<file path="config.mk">
export PLATFORM = sky130hd
export DESIGN_NAME = dz_countdown_top
export DESIGN_NICKNAME = d
export VERILOG_FILES = /design/src/hdl/dz_pkg.sv /design/src/hdl/scan_if.sv /design/src/hdl/row_scanner.sv /design/src/hdl/countdown_seq.sv /design/src/hdl/dz_show.sv /design/src/hdl/dz_countdown_top.sv
export SDC_FILE = /design/constraint.sdc
export NUM_CORES = 1
export LEC_CHECK = 0
export CELL_PAD_IN_SITES_DETAIL_PLACEMENT = 1
export CELL_PAD_IN_SITES_GLOBAL_PLACEMENT = 1
export CORE_UTILIZATION = 35
export CTS_BUF_LIST = sky130_fd_sc_hd__clkbuf_8
export DETAILED_ROUTE_END_ITERATION = 16
export DONT_BUFFER_PORTS = 1
export PLACE_DENSITY = 0.67
export REMOVE_ABC_BUFFERS = 1
export SYNTH_ARGS = -nofsm -noshare
export SYNTH_HDL_FRONTEND = slang
export SYNTH_SLANG_ARGS = --single-unit
export TNS_END_PERCENT = 1
</file>
<file path="constraint.sdc">
create_clock -name clk -period 2.29 [get_ports clk]
set_clock_uncertainty 0.05 [all_clocks]
set_input_delay 0 -clock clk [delete_from_list [all_inputs] [get_ports clk]]
set_output_delay 0 -clock clk [all_outputs]
set_load 0.05 [all_outputs]
</file>
<file path="src/hdl/dz_pkg.sv">
`default_nettype none

package dz_pkg;

    // scan and digit periods, short for simulation
    localparam int ROW_TICKS   = 4;
    localparam int DIGIT_TICKS = 64;    // two full frames per digit
    localparam int MAX_DIGIT   = 5;

    localparam int ROW_CNT_W   = $clog2(ROW_TICKS);
    localparam int DIGIT_CNT_W = $clog2(DIGIT_TICKS);

    typedef logic [2:0] digit_t;    // 0 is blank

    typedef enum logic [1:0] {
        hue_off,
        hue_red,
        hue_green,
        hue_yellow    // red and green together
    } hue_t;

    typedef enum logic {
        seq_idle,
        seq_count
    } seq_state_t;

    // glyph_rows[digit][row], row 0 is left dark
    localparam logic [7:0] glyph_rows [0:5][0:7] = '{
        '{
            8'b0000_0000, 8'b0000_0000, 8'b0000_0000, 8'b0000_0000,
            8'b0000_0000, 8'b0000_0000, 8'b0000_0000, 8'b0000_0000
        },
        '{
            8'b0000_0000,
            8'b0001_1000,
            8'b0001_1000,
            8'b0011_1000,
            8'b0001_1000,
            8'b0001_1000,
            8'b0001_1000,
            8'b0111_1110
        },
        '{
            8'b0000_0000,
            8'b0011_1100,
            8'b0110_0110,
            8'b0000_0110,
            8'b0000_1100,
            8'b0011_0000,
            8'b0110_0000,
            8'b0111_1110
        },
        '{
            8'b0000_0000,
            8'b0011_1100,
            8'b0110_0110,
            8'b0000_0110,
            8'b0001_1100,
            8'b0000_0110,
            8'b0110_0110,
            8'b0011_1100
        },
        '{
            8'b0000_0000,
            8'b0000_1100,
            8'b0001_1100,
            8'b0010_1100,
            8'b0100_1100,
            8'b0111_1110,
            8'b0000_1100,
            8'b0000_1100
        },
        '{
            8'b0000_0000,
            8'b0111_1110,
            8'b0110_0000,
            8'b0111_1100,
            8'b0000_0110,
            8'b0000_0110,
            8'b0110_0110,
            8'b0011_1100
        }
    };

    // colour goes red -> yellow -> green as the count falls
    localparam hue_t digit_hue [0:5] = '{
        hue_off,
        hue_green,
        hue_yellow,
        hue_yellow,
        hue_red,
        hue_red
    };

endpackage

`default_nettype wire

</file>
<file path="src/hdl/scan_if.sv">
`timescale 1ns/1ps
`default_nettype none

interface scan_if;

    logic [2:0] row_idx;
    logic [7:0] row_sel;        // one-hot copy of row_idx
    logic       frame_start;    // first cycle of row 0
    logic       blank;          // first cycle of each row period

    modport scanner (
        output row_idx, row_sel, frame_start, blank
    );

    modport renderer (
        input row_idx, row_sel, frame_start, blank
    );

endinterface

`default_nettype wire

</file>
<file path="src/hdl/row_scanner.sv">
`timescale 1ns/1ps
`default_nettype none

module row_scanner
    import dz_pkg::*;
(
    input  logic     clk,
    input  logic     rst,
    scan_if.scanner  scan
);

    logic [ROW_CNT_W-1:0] tick;
    logic [2:0]           row_q;
    logic                 row_end;

    assign row_end = (tick == ROW_CNT_W'(ROW_TICKS - 1));

    always_ff @(posedge clk or posedge rst)
    begin
        if (rst)
        begin
            tick  <= '0;
            row_q <= 3'd0;
        end
        else if (row_end)
        begin
            tick  <= '0;
            row_q <= row_q + 3'd1;    // 7 wraps to 0
        end
        else
        begin
            tick <= tick + 1'b1;
        end
    end

    assign scan.row_idx = row_q;
    assign scan.row_sel = 8'b0000_0001 << row_q;

    // dark cycle at every row change, keeps the previous row from ghosting
    assign scan.blank       = (tick == '0);
    assign scan.frame_start = (tick == '0) && (row_q == 3'd0);

endmodule

`default_nettype wire

</file>
<file path="src/hdl/countdown_seq.sv">
`timescale 1ns/1ps
`default_nettype none

module countdown_seq
    import dz_pkg::*;
(
    input  logic   clk,
    input  logic   rst,
    input  logic   start,
    input  digit_t load_num,
    output digit_t digit,
    output logic   done
);

    seq_state_t             state;
    logic [DIGIT_CNT_W-1:0] tick;
    logic                   load_ok;
    logic                   expire;

    // only 1..MAX_DIGIT starts a count, anything else is dropped
    assign load_ok = start && (load_num != '0) && (load_num <= digit_t'(MAX_DIGIT));

    assign expire = (tick == DIGIT_CNT_W'(DIGIT_TICKS - 1));

    always_ff @(posedge clk or posedge rst)
    begin
        if (rst)
        begin
            state <= seq_idle;
            digit <= '0;
            tick  <= '0;
            done  <= 1'b0;
        end
        else
        begin
            done <= 1'b0;
            if (load_ok)
            begin
                // also a restart when already counting
                state <= seq_count;
                digit <= load_num;
                tick  <= '0;
            end
            else
            begin
                case (state)
                    seq_idle:
                    begin
                        tick <= '0;
                    end
                    seq_count:
                    begin
                        if (expire)
                        begin
                            tick  <= '0;
                            digit <= digit - 1'b1;
                            if (digit == digit_t'(1))
                            begin
                                state <= seq_idle;
                                done  <= 1'b1;    // one cycle, as the display blanks
                            end
                        end
                        else
                        begin
                            tick <= tick + 1'b1;
                        end
                    end
                    default:
                    begin
                        state <= seq_idle;
                    end
                endcase
            end
        end
    end

endmodule

`default_nettype wire

</file>
<file path="src/hdl/dz_show.sv">
`timescale 1ns/1ps
`default_nettype none

module dz_show
    import dz_pkg::*;
(
    input  logic       clk,
    input  logic       rst,
    scan_if.renderer   scan,
    input  digit_t     digit,
    output logic [7:0] row,
    output logic [7:0] colr,
    output logic [7:0] colg
);

    logic [7:0] glyph;
    hue_t       hue;
    logic       red_on;
    logic       green_on;

    always_comb
    begin
        if (digit <= digit_t'(MAX_DIGIT))
        begin
            glyph = glyph_rows[digit][scan.row_idx];
            hue   = digit_hue[digit];
        end
        else
        begin
            glyph = 8'h00;
            hue   = hue_off;
        end
    end

    always_comb
    begin
        case (hue)
            hue_red:    {red_on, green_on} = 2'b10;
            hue_green:  {red_on, green_on} = 2'b01;
            hue_yellow: {red_on, green_on} = 2'b11;
            default:    {red_on, green_on} = 2'b00;
        endcase
    end

    // row and columns go out on the same edge so they stay aligned
    always_ff @(posedge clk or posedge rst)
    begin
        if (rst)
        begin
            row   <= 8'h00;
            colr  <= 8'h00;
            colg  <= 8'h00;
        end
        else
        begin
            if (scan.blank)
            begin
                row  <= 8'h00;
                colr <= 8'h00;
                colg <= 8'h00;
            end
            else
            begin
                row  <= scan.row_sel;
                colr <= red_on ? glyph : 8'h00;
                colg <= green_on ? glyph : 8'h00;
            end
        end
    end

endmodule

`default_nettype wire

</file>
<file path="src/hdl/dz_countdown_top.sv">
`timescale 1ns/1ps
`default_nettype none

module dz_countdown_top
    import dz_pkg::*;
(
    input  logic       clk,
    input  logic       rst,
    input  logic       start,
    input  digit_t     load_num,
    output logic [7:0] row,
    output logic [7:0] colr,
    output logic [7:0] colg,
    output logic       done
);

    scan_if scan_bus ();

    digit_t digit;    // current count, 0 when idle

    row_scanner row_scanner_inst (
        .clk  (clk),
        .rst  (rst),
        .scan (scan_bus.scanner)
    );

    countdown_seq countdown_seq_inst (
        .clk      (clk),
        .rst      (rst),
        .start    (start),
        .load_num (load_num),
        .digit    (digit),
        .done     (done)
    );

    // renderer adds the single register stage ahead of the pins
    dz_show dz_show_inst (
        .clk   (clk),
        .rst   (rst),
        .scan  (scan_bus.renderer),
        .digit (digit),
        .row   (row),
        .colr  (colr),
        .colg  (colg)
    );

endmodule

`default_nettype wire

</file>
==> run_results.csv <==
group,metric,value,unit
finish,finalNetCount,235,
pwr,ir_worst_vdd,0.271,mV
synthesis,netlist-cell-type-count,50,
worst_setup_path,critPathMaxStageDelay,860,ps
drt,first_pass_iters,4,
min_path,startpoint_of_the_worst_hold_path,"start",
synthesis,number_of_synthesized_flops_with_an_enable_pin,0,
synthesis,post_synth_inst_count,208,
sta,rsz_0062_raised_after_global_routing,"no",
finish,post_route_cells_drive_above_1_share,9.30,%
drt,dr.first_iter.drc_count,122,
floorplanning,starting_density_of_the_core,36.9,%
sta,final.setup.worst_slack,375,ps
floorplanning,fp.dieH,78.9,µm
clocking,ctsHtreeMaxLevel,2,
min_path,min_path_cells,3,
run_status,status,"finished, final reports clean",
drt,detail_route.wl_per_cell,15.4,µm
sta,setup_violation_total_in_the_final_timing_report,0,
finish,layout.core_utilization,40.7,%
clocking,tritoncts_num_sinks,36,
worst_setup_path,crit_arrival,2070,ps
synthesis,async_flop_share,100,%
placement,finalWeightedCongestion,0.783,
min_path,hold_end,"countdown_seq_inst.digit[1]$_DFFE_PP0P_",
placement,hpwlAfterDp,3180,µm
sta,slew_headroom,47.0,%
pwr,power.sequential.fraction,42.8,%
drt,antenna_left,0,
floorplanning,die-area,0.00622,mm²
sta,fmax,522,MHz
global_routing,groute.usage.overall,16.0,%
worst_setup_path,crit_path_end_kind,"flip-flop",
placement,post_place_setup_slack,399,ps
worst_setup_path,cell_chain_critical_path,"and2b_1, o22ai_1, a221o_1, a211oi_2",
synthesis,ys_seq_elements,36,
synthesis,mapped_cell_area,0.00207,mm²
synthesis,syn-mean-instance-area,9.94,µm²
global_routing,grt_max_degree,26,
synthesis,ys_warn_count,0,
synthesis,synth-seq-area-share,43.6,%
pwr,total_leakage_power,1.07,nW
global_routing,grt_overflow_total,0,
clocking,cts_tree,"built",
pwr,power.share.clock,37.7,%
floorplanning,floorplan.io_pins,31,
global_routing,grt_antenna_before_repair,0,
floorplanning,floorplan.core_area,0.00561,mm²
pwr,power.density,711,mW/mm²
global_routing,wire_length_of_the_first_global_routing_pass,7580,µm
finish,diodes,0,
clocking,cts.reportedPaths.clkPinSlew,70,ps
clocking,cts-root-buf,"sky130_fd_sc_hd__clkbuf_8",
clocking,clk-insertion-delay-late,290,ps
worst_setup_path,worst_r2r_startpoint,"row_scanner_inst.scan.row_idx[0]$_DFFE_PP0P_",
worst_setup_path,worstPathRequired,2450,ps
global_routing,first_global_vias,1561,
floorplanning,die_w,78.9,µm
drt,routed_wl,4420,µm
sta,period_share,83.6,%
clocking,cts_buffers,5,
drt,route.vias.total,1495,
pwr,pwr-share-comb,19.5,%
sta,setup_total_negative_slack,0,ps
sta,period_needed,1920,ps
worst_setup_path,timing.reg2reg.worst_path_depth,4,
floorplanning,placement_rows,27,
synthesis,cell_types_occupying_the_most_area_after_synthesis,"sky130_fd_sc_hd__dfrtp_1 44%, sky130_fd_sc_hd__ha_1 9.1%, sky130_fd_sc_hd__nor2_1 4.0%",
finish,area_delta_synth_final,10.4,%
worst_setup_path,ff2ff_setup_slack,370,ps
worst_setup_path,path_class,"reg2reg",
min_path,hold_class,"in2reg",
worst_setup_path,timing.rr.end,"dz_show_inst.colr[5]$_DFF_PP0_",
run,drv_cap,0,
placement,portBuffers,0,
synthesis,synth.most_common_cell,"sky130_fd_sc_hd__dfrtp_1",
synthesis,synth.cells.most_frequent,"36 x sky130_fd_sc_hd__dfrtp_1, 22 x sky130_fd_sc_hd__nor2_1, 15 x sky130_fd_sc_hd__ha_1, 15 x sky130_fd_sc_hd__nand2_1, 10 x sky130_fd_sc_hd__inv_1",
pwr,p_sw,445,µW
pwr,swShare,27.5,%
sta,hold_viol_final,0,
drt,drc_errors,0,
sta,drv_slew,0,
drt,via_per_inst,5.21,
worst_setup_path,timing.critical_path.from_type,"flip-flop",
pwr,cell_internal_pwr,1.18,mW
synthesis,synth_top_cell_by_area,"sky130_fd_sc_hd__dfrtp_1",
synthesis,most_used_dff_post_synth,"sky130_fd_sc_hd__dfrtp_1",
clocking,clk_path_buf_depth,2,
synthesis,yosysTopAreaCellShare,43.6,%
worst_setup_path,path_max_fanout,25,
sta,timing_worst_slew_pin_value,795,ps
worst_setup_path,slowest_stage,"sky130_fd_sc_hd__dfrtp_1",
-- worst max-delay path: cells and delay by family (launching register included) --
family / cells / cell delay, ps
simple gates: 1 / 240
flops: 1 / 860
compound gates: 3 / 680
-- flip-flops by register name, indices dropped and copies added, names as in the netlist --
name	flops
dz_show_inst.colg	6
dz_show_inst.colr	6
row_scanner_inst.tick	2
countdown_seq_inst.tick	6
row_scanner_inst.scan.row_idx	3
countdown_seq_inst.state	1
countdown_seq_inst.done	1
countdown_seq_inst.digit	3
dz_show_inst.row	8
-- worst max-delay path by stage --
stage	start	endpoint	slack, ps	cells after the start
finish	row_scanner_inst.scan.row_idx[0]$_DFFE_PP0P_	dz_show_inst.colr[5]$_DFF_PP0_	370	4
detailed placement	row_scanner_inst.scan.row_idx[0]$_DFFE_PP0P_	dz_show_inst.colr[5]$_DFF_PP0_	400	4
floorplan	countdown_seq_inst.digit[0]$_DFFE_PP0P_	dz_show_inst.colr[4]$_DFF_PP0_	330	6
CTS	countdown_seq_inst.digit[0]$_DFFE_PP0P_	dz_show_inst.colr[4]$_DFF_PP0_	380	5
global placement	row_scanner_inst.scan.row_idx[0]$_DFFE_PP0P_	dz_show_inst.colr[4]$_DFF_PP0_	440	4
global route	row_scanner_inst.scan.row_idx[0]$_DFFE_PP0P_	dz_show_inst.colr[4]$_DFF_PP0_	230	4
-- layout make-up --
type                       instances  area (µm²)
clock inverter                     1        30.0
timing repair buffer              10        90.1
multi-input combinational        148        1020
clock buffer                       7        96.3
sequential                        36         901
tap                               72        90.1
inverter                          13        48.8
fill                             669        3330
-- kinds of logic (layout without fill, tap and decap cells) --
logic type,after synthesis,count (layout),share of synthesized area [%]
mux,3,3,1.63
fa+ha+maj,15,15,9.08
simple gates,73,73,18.0
flops,36,36,43.6
compound gates,47,47,17.6
other cells,1,4,0.181
xor+xnor,6,6,2.54
buf+inv,27,31,7.38
-- routing by layer --
layer | vias to the layer above | global-route usage (%) | part of all wire [%] | wire, µm
met5 | - | 0 | 0 | 0
met4 | 0 | 8.00 | 2.9 | 130
met3 | 10 | 3.45 | 4.1 | 179
met2 | 39 | 25.9 | 46 | 2040
met1 | 727 | 20.2 | 47 | 2070
li1 | 719 | - | - | -
-- layout by cell type, fill, tap and decap left out, drive strengths merged, types with 2 or more instances in the layout --
master	Yosys	routed
dfrtp	36	36
nor2	23	23
nand2	15	15
ha	15	15
inv	13	13
nor2b	9	9
and2	7	7
clkbuf	0	7
dlygate4sd3	0	6
o21ai	6	6
a22oi	5	5
xor2	4	4
nand2b	4	4
and2b	4	4
a21oi	4	4
nand3	4	4
a31o	4	4
conb	1	4
buf	14	4
o31ai	3	3
a21o	3	3
a211oi	3	3
mux2	3	3
a211o	2	2
o32ai	2	2
nor3	2	2
nand3b	2	2
a31oi	2	2
xnor2	2	2
-- repair_timing --
item                                   CTS  global route
endpoints found under the hold margin   19             0
hold buffers                             6             0
gates resized for setup                  0             0
setup buffers                            0             0
-- through the flow --
stage / cell area [µm²] / hold WS (ps) / power [mW] / std cells
finish: 2280 / 9.45 / 1.62 / 287
global route: 2280 / 35.3 / 1.70 / 287
floorplan: 1970 / 86.1 / 0.930 / 197
CTS: 2280 / 3.48 / 1.65 / 287
detailed placement: 2090 / -59.9 / 1.02 / 273
global placement: 2090 / -84.4 / 1.01 / 273
-- power by group through the flow --
| stage | combinational, mW | clock [mW] | sequential [mW] |
|---|---|---|---|
| after floorplan | 0.213 | 0 | 0.717 |
| after global placement | 0.304 | 0 | 0.705 |
| after detailed placement | 0.309 | 0 | 0.707 |
| after CTS | 0.320 | 0.631 | 0.694 |
| after global routing | 0.360 | 0.648 | 0.697 |
| final | 0.316 | 0.611 | 0.694 |
Power figures use the tool's default switching activity.
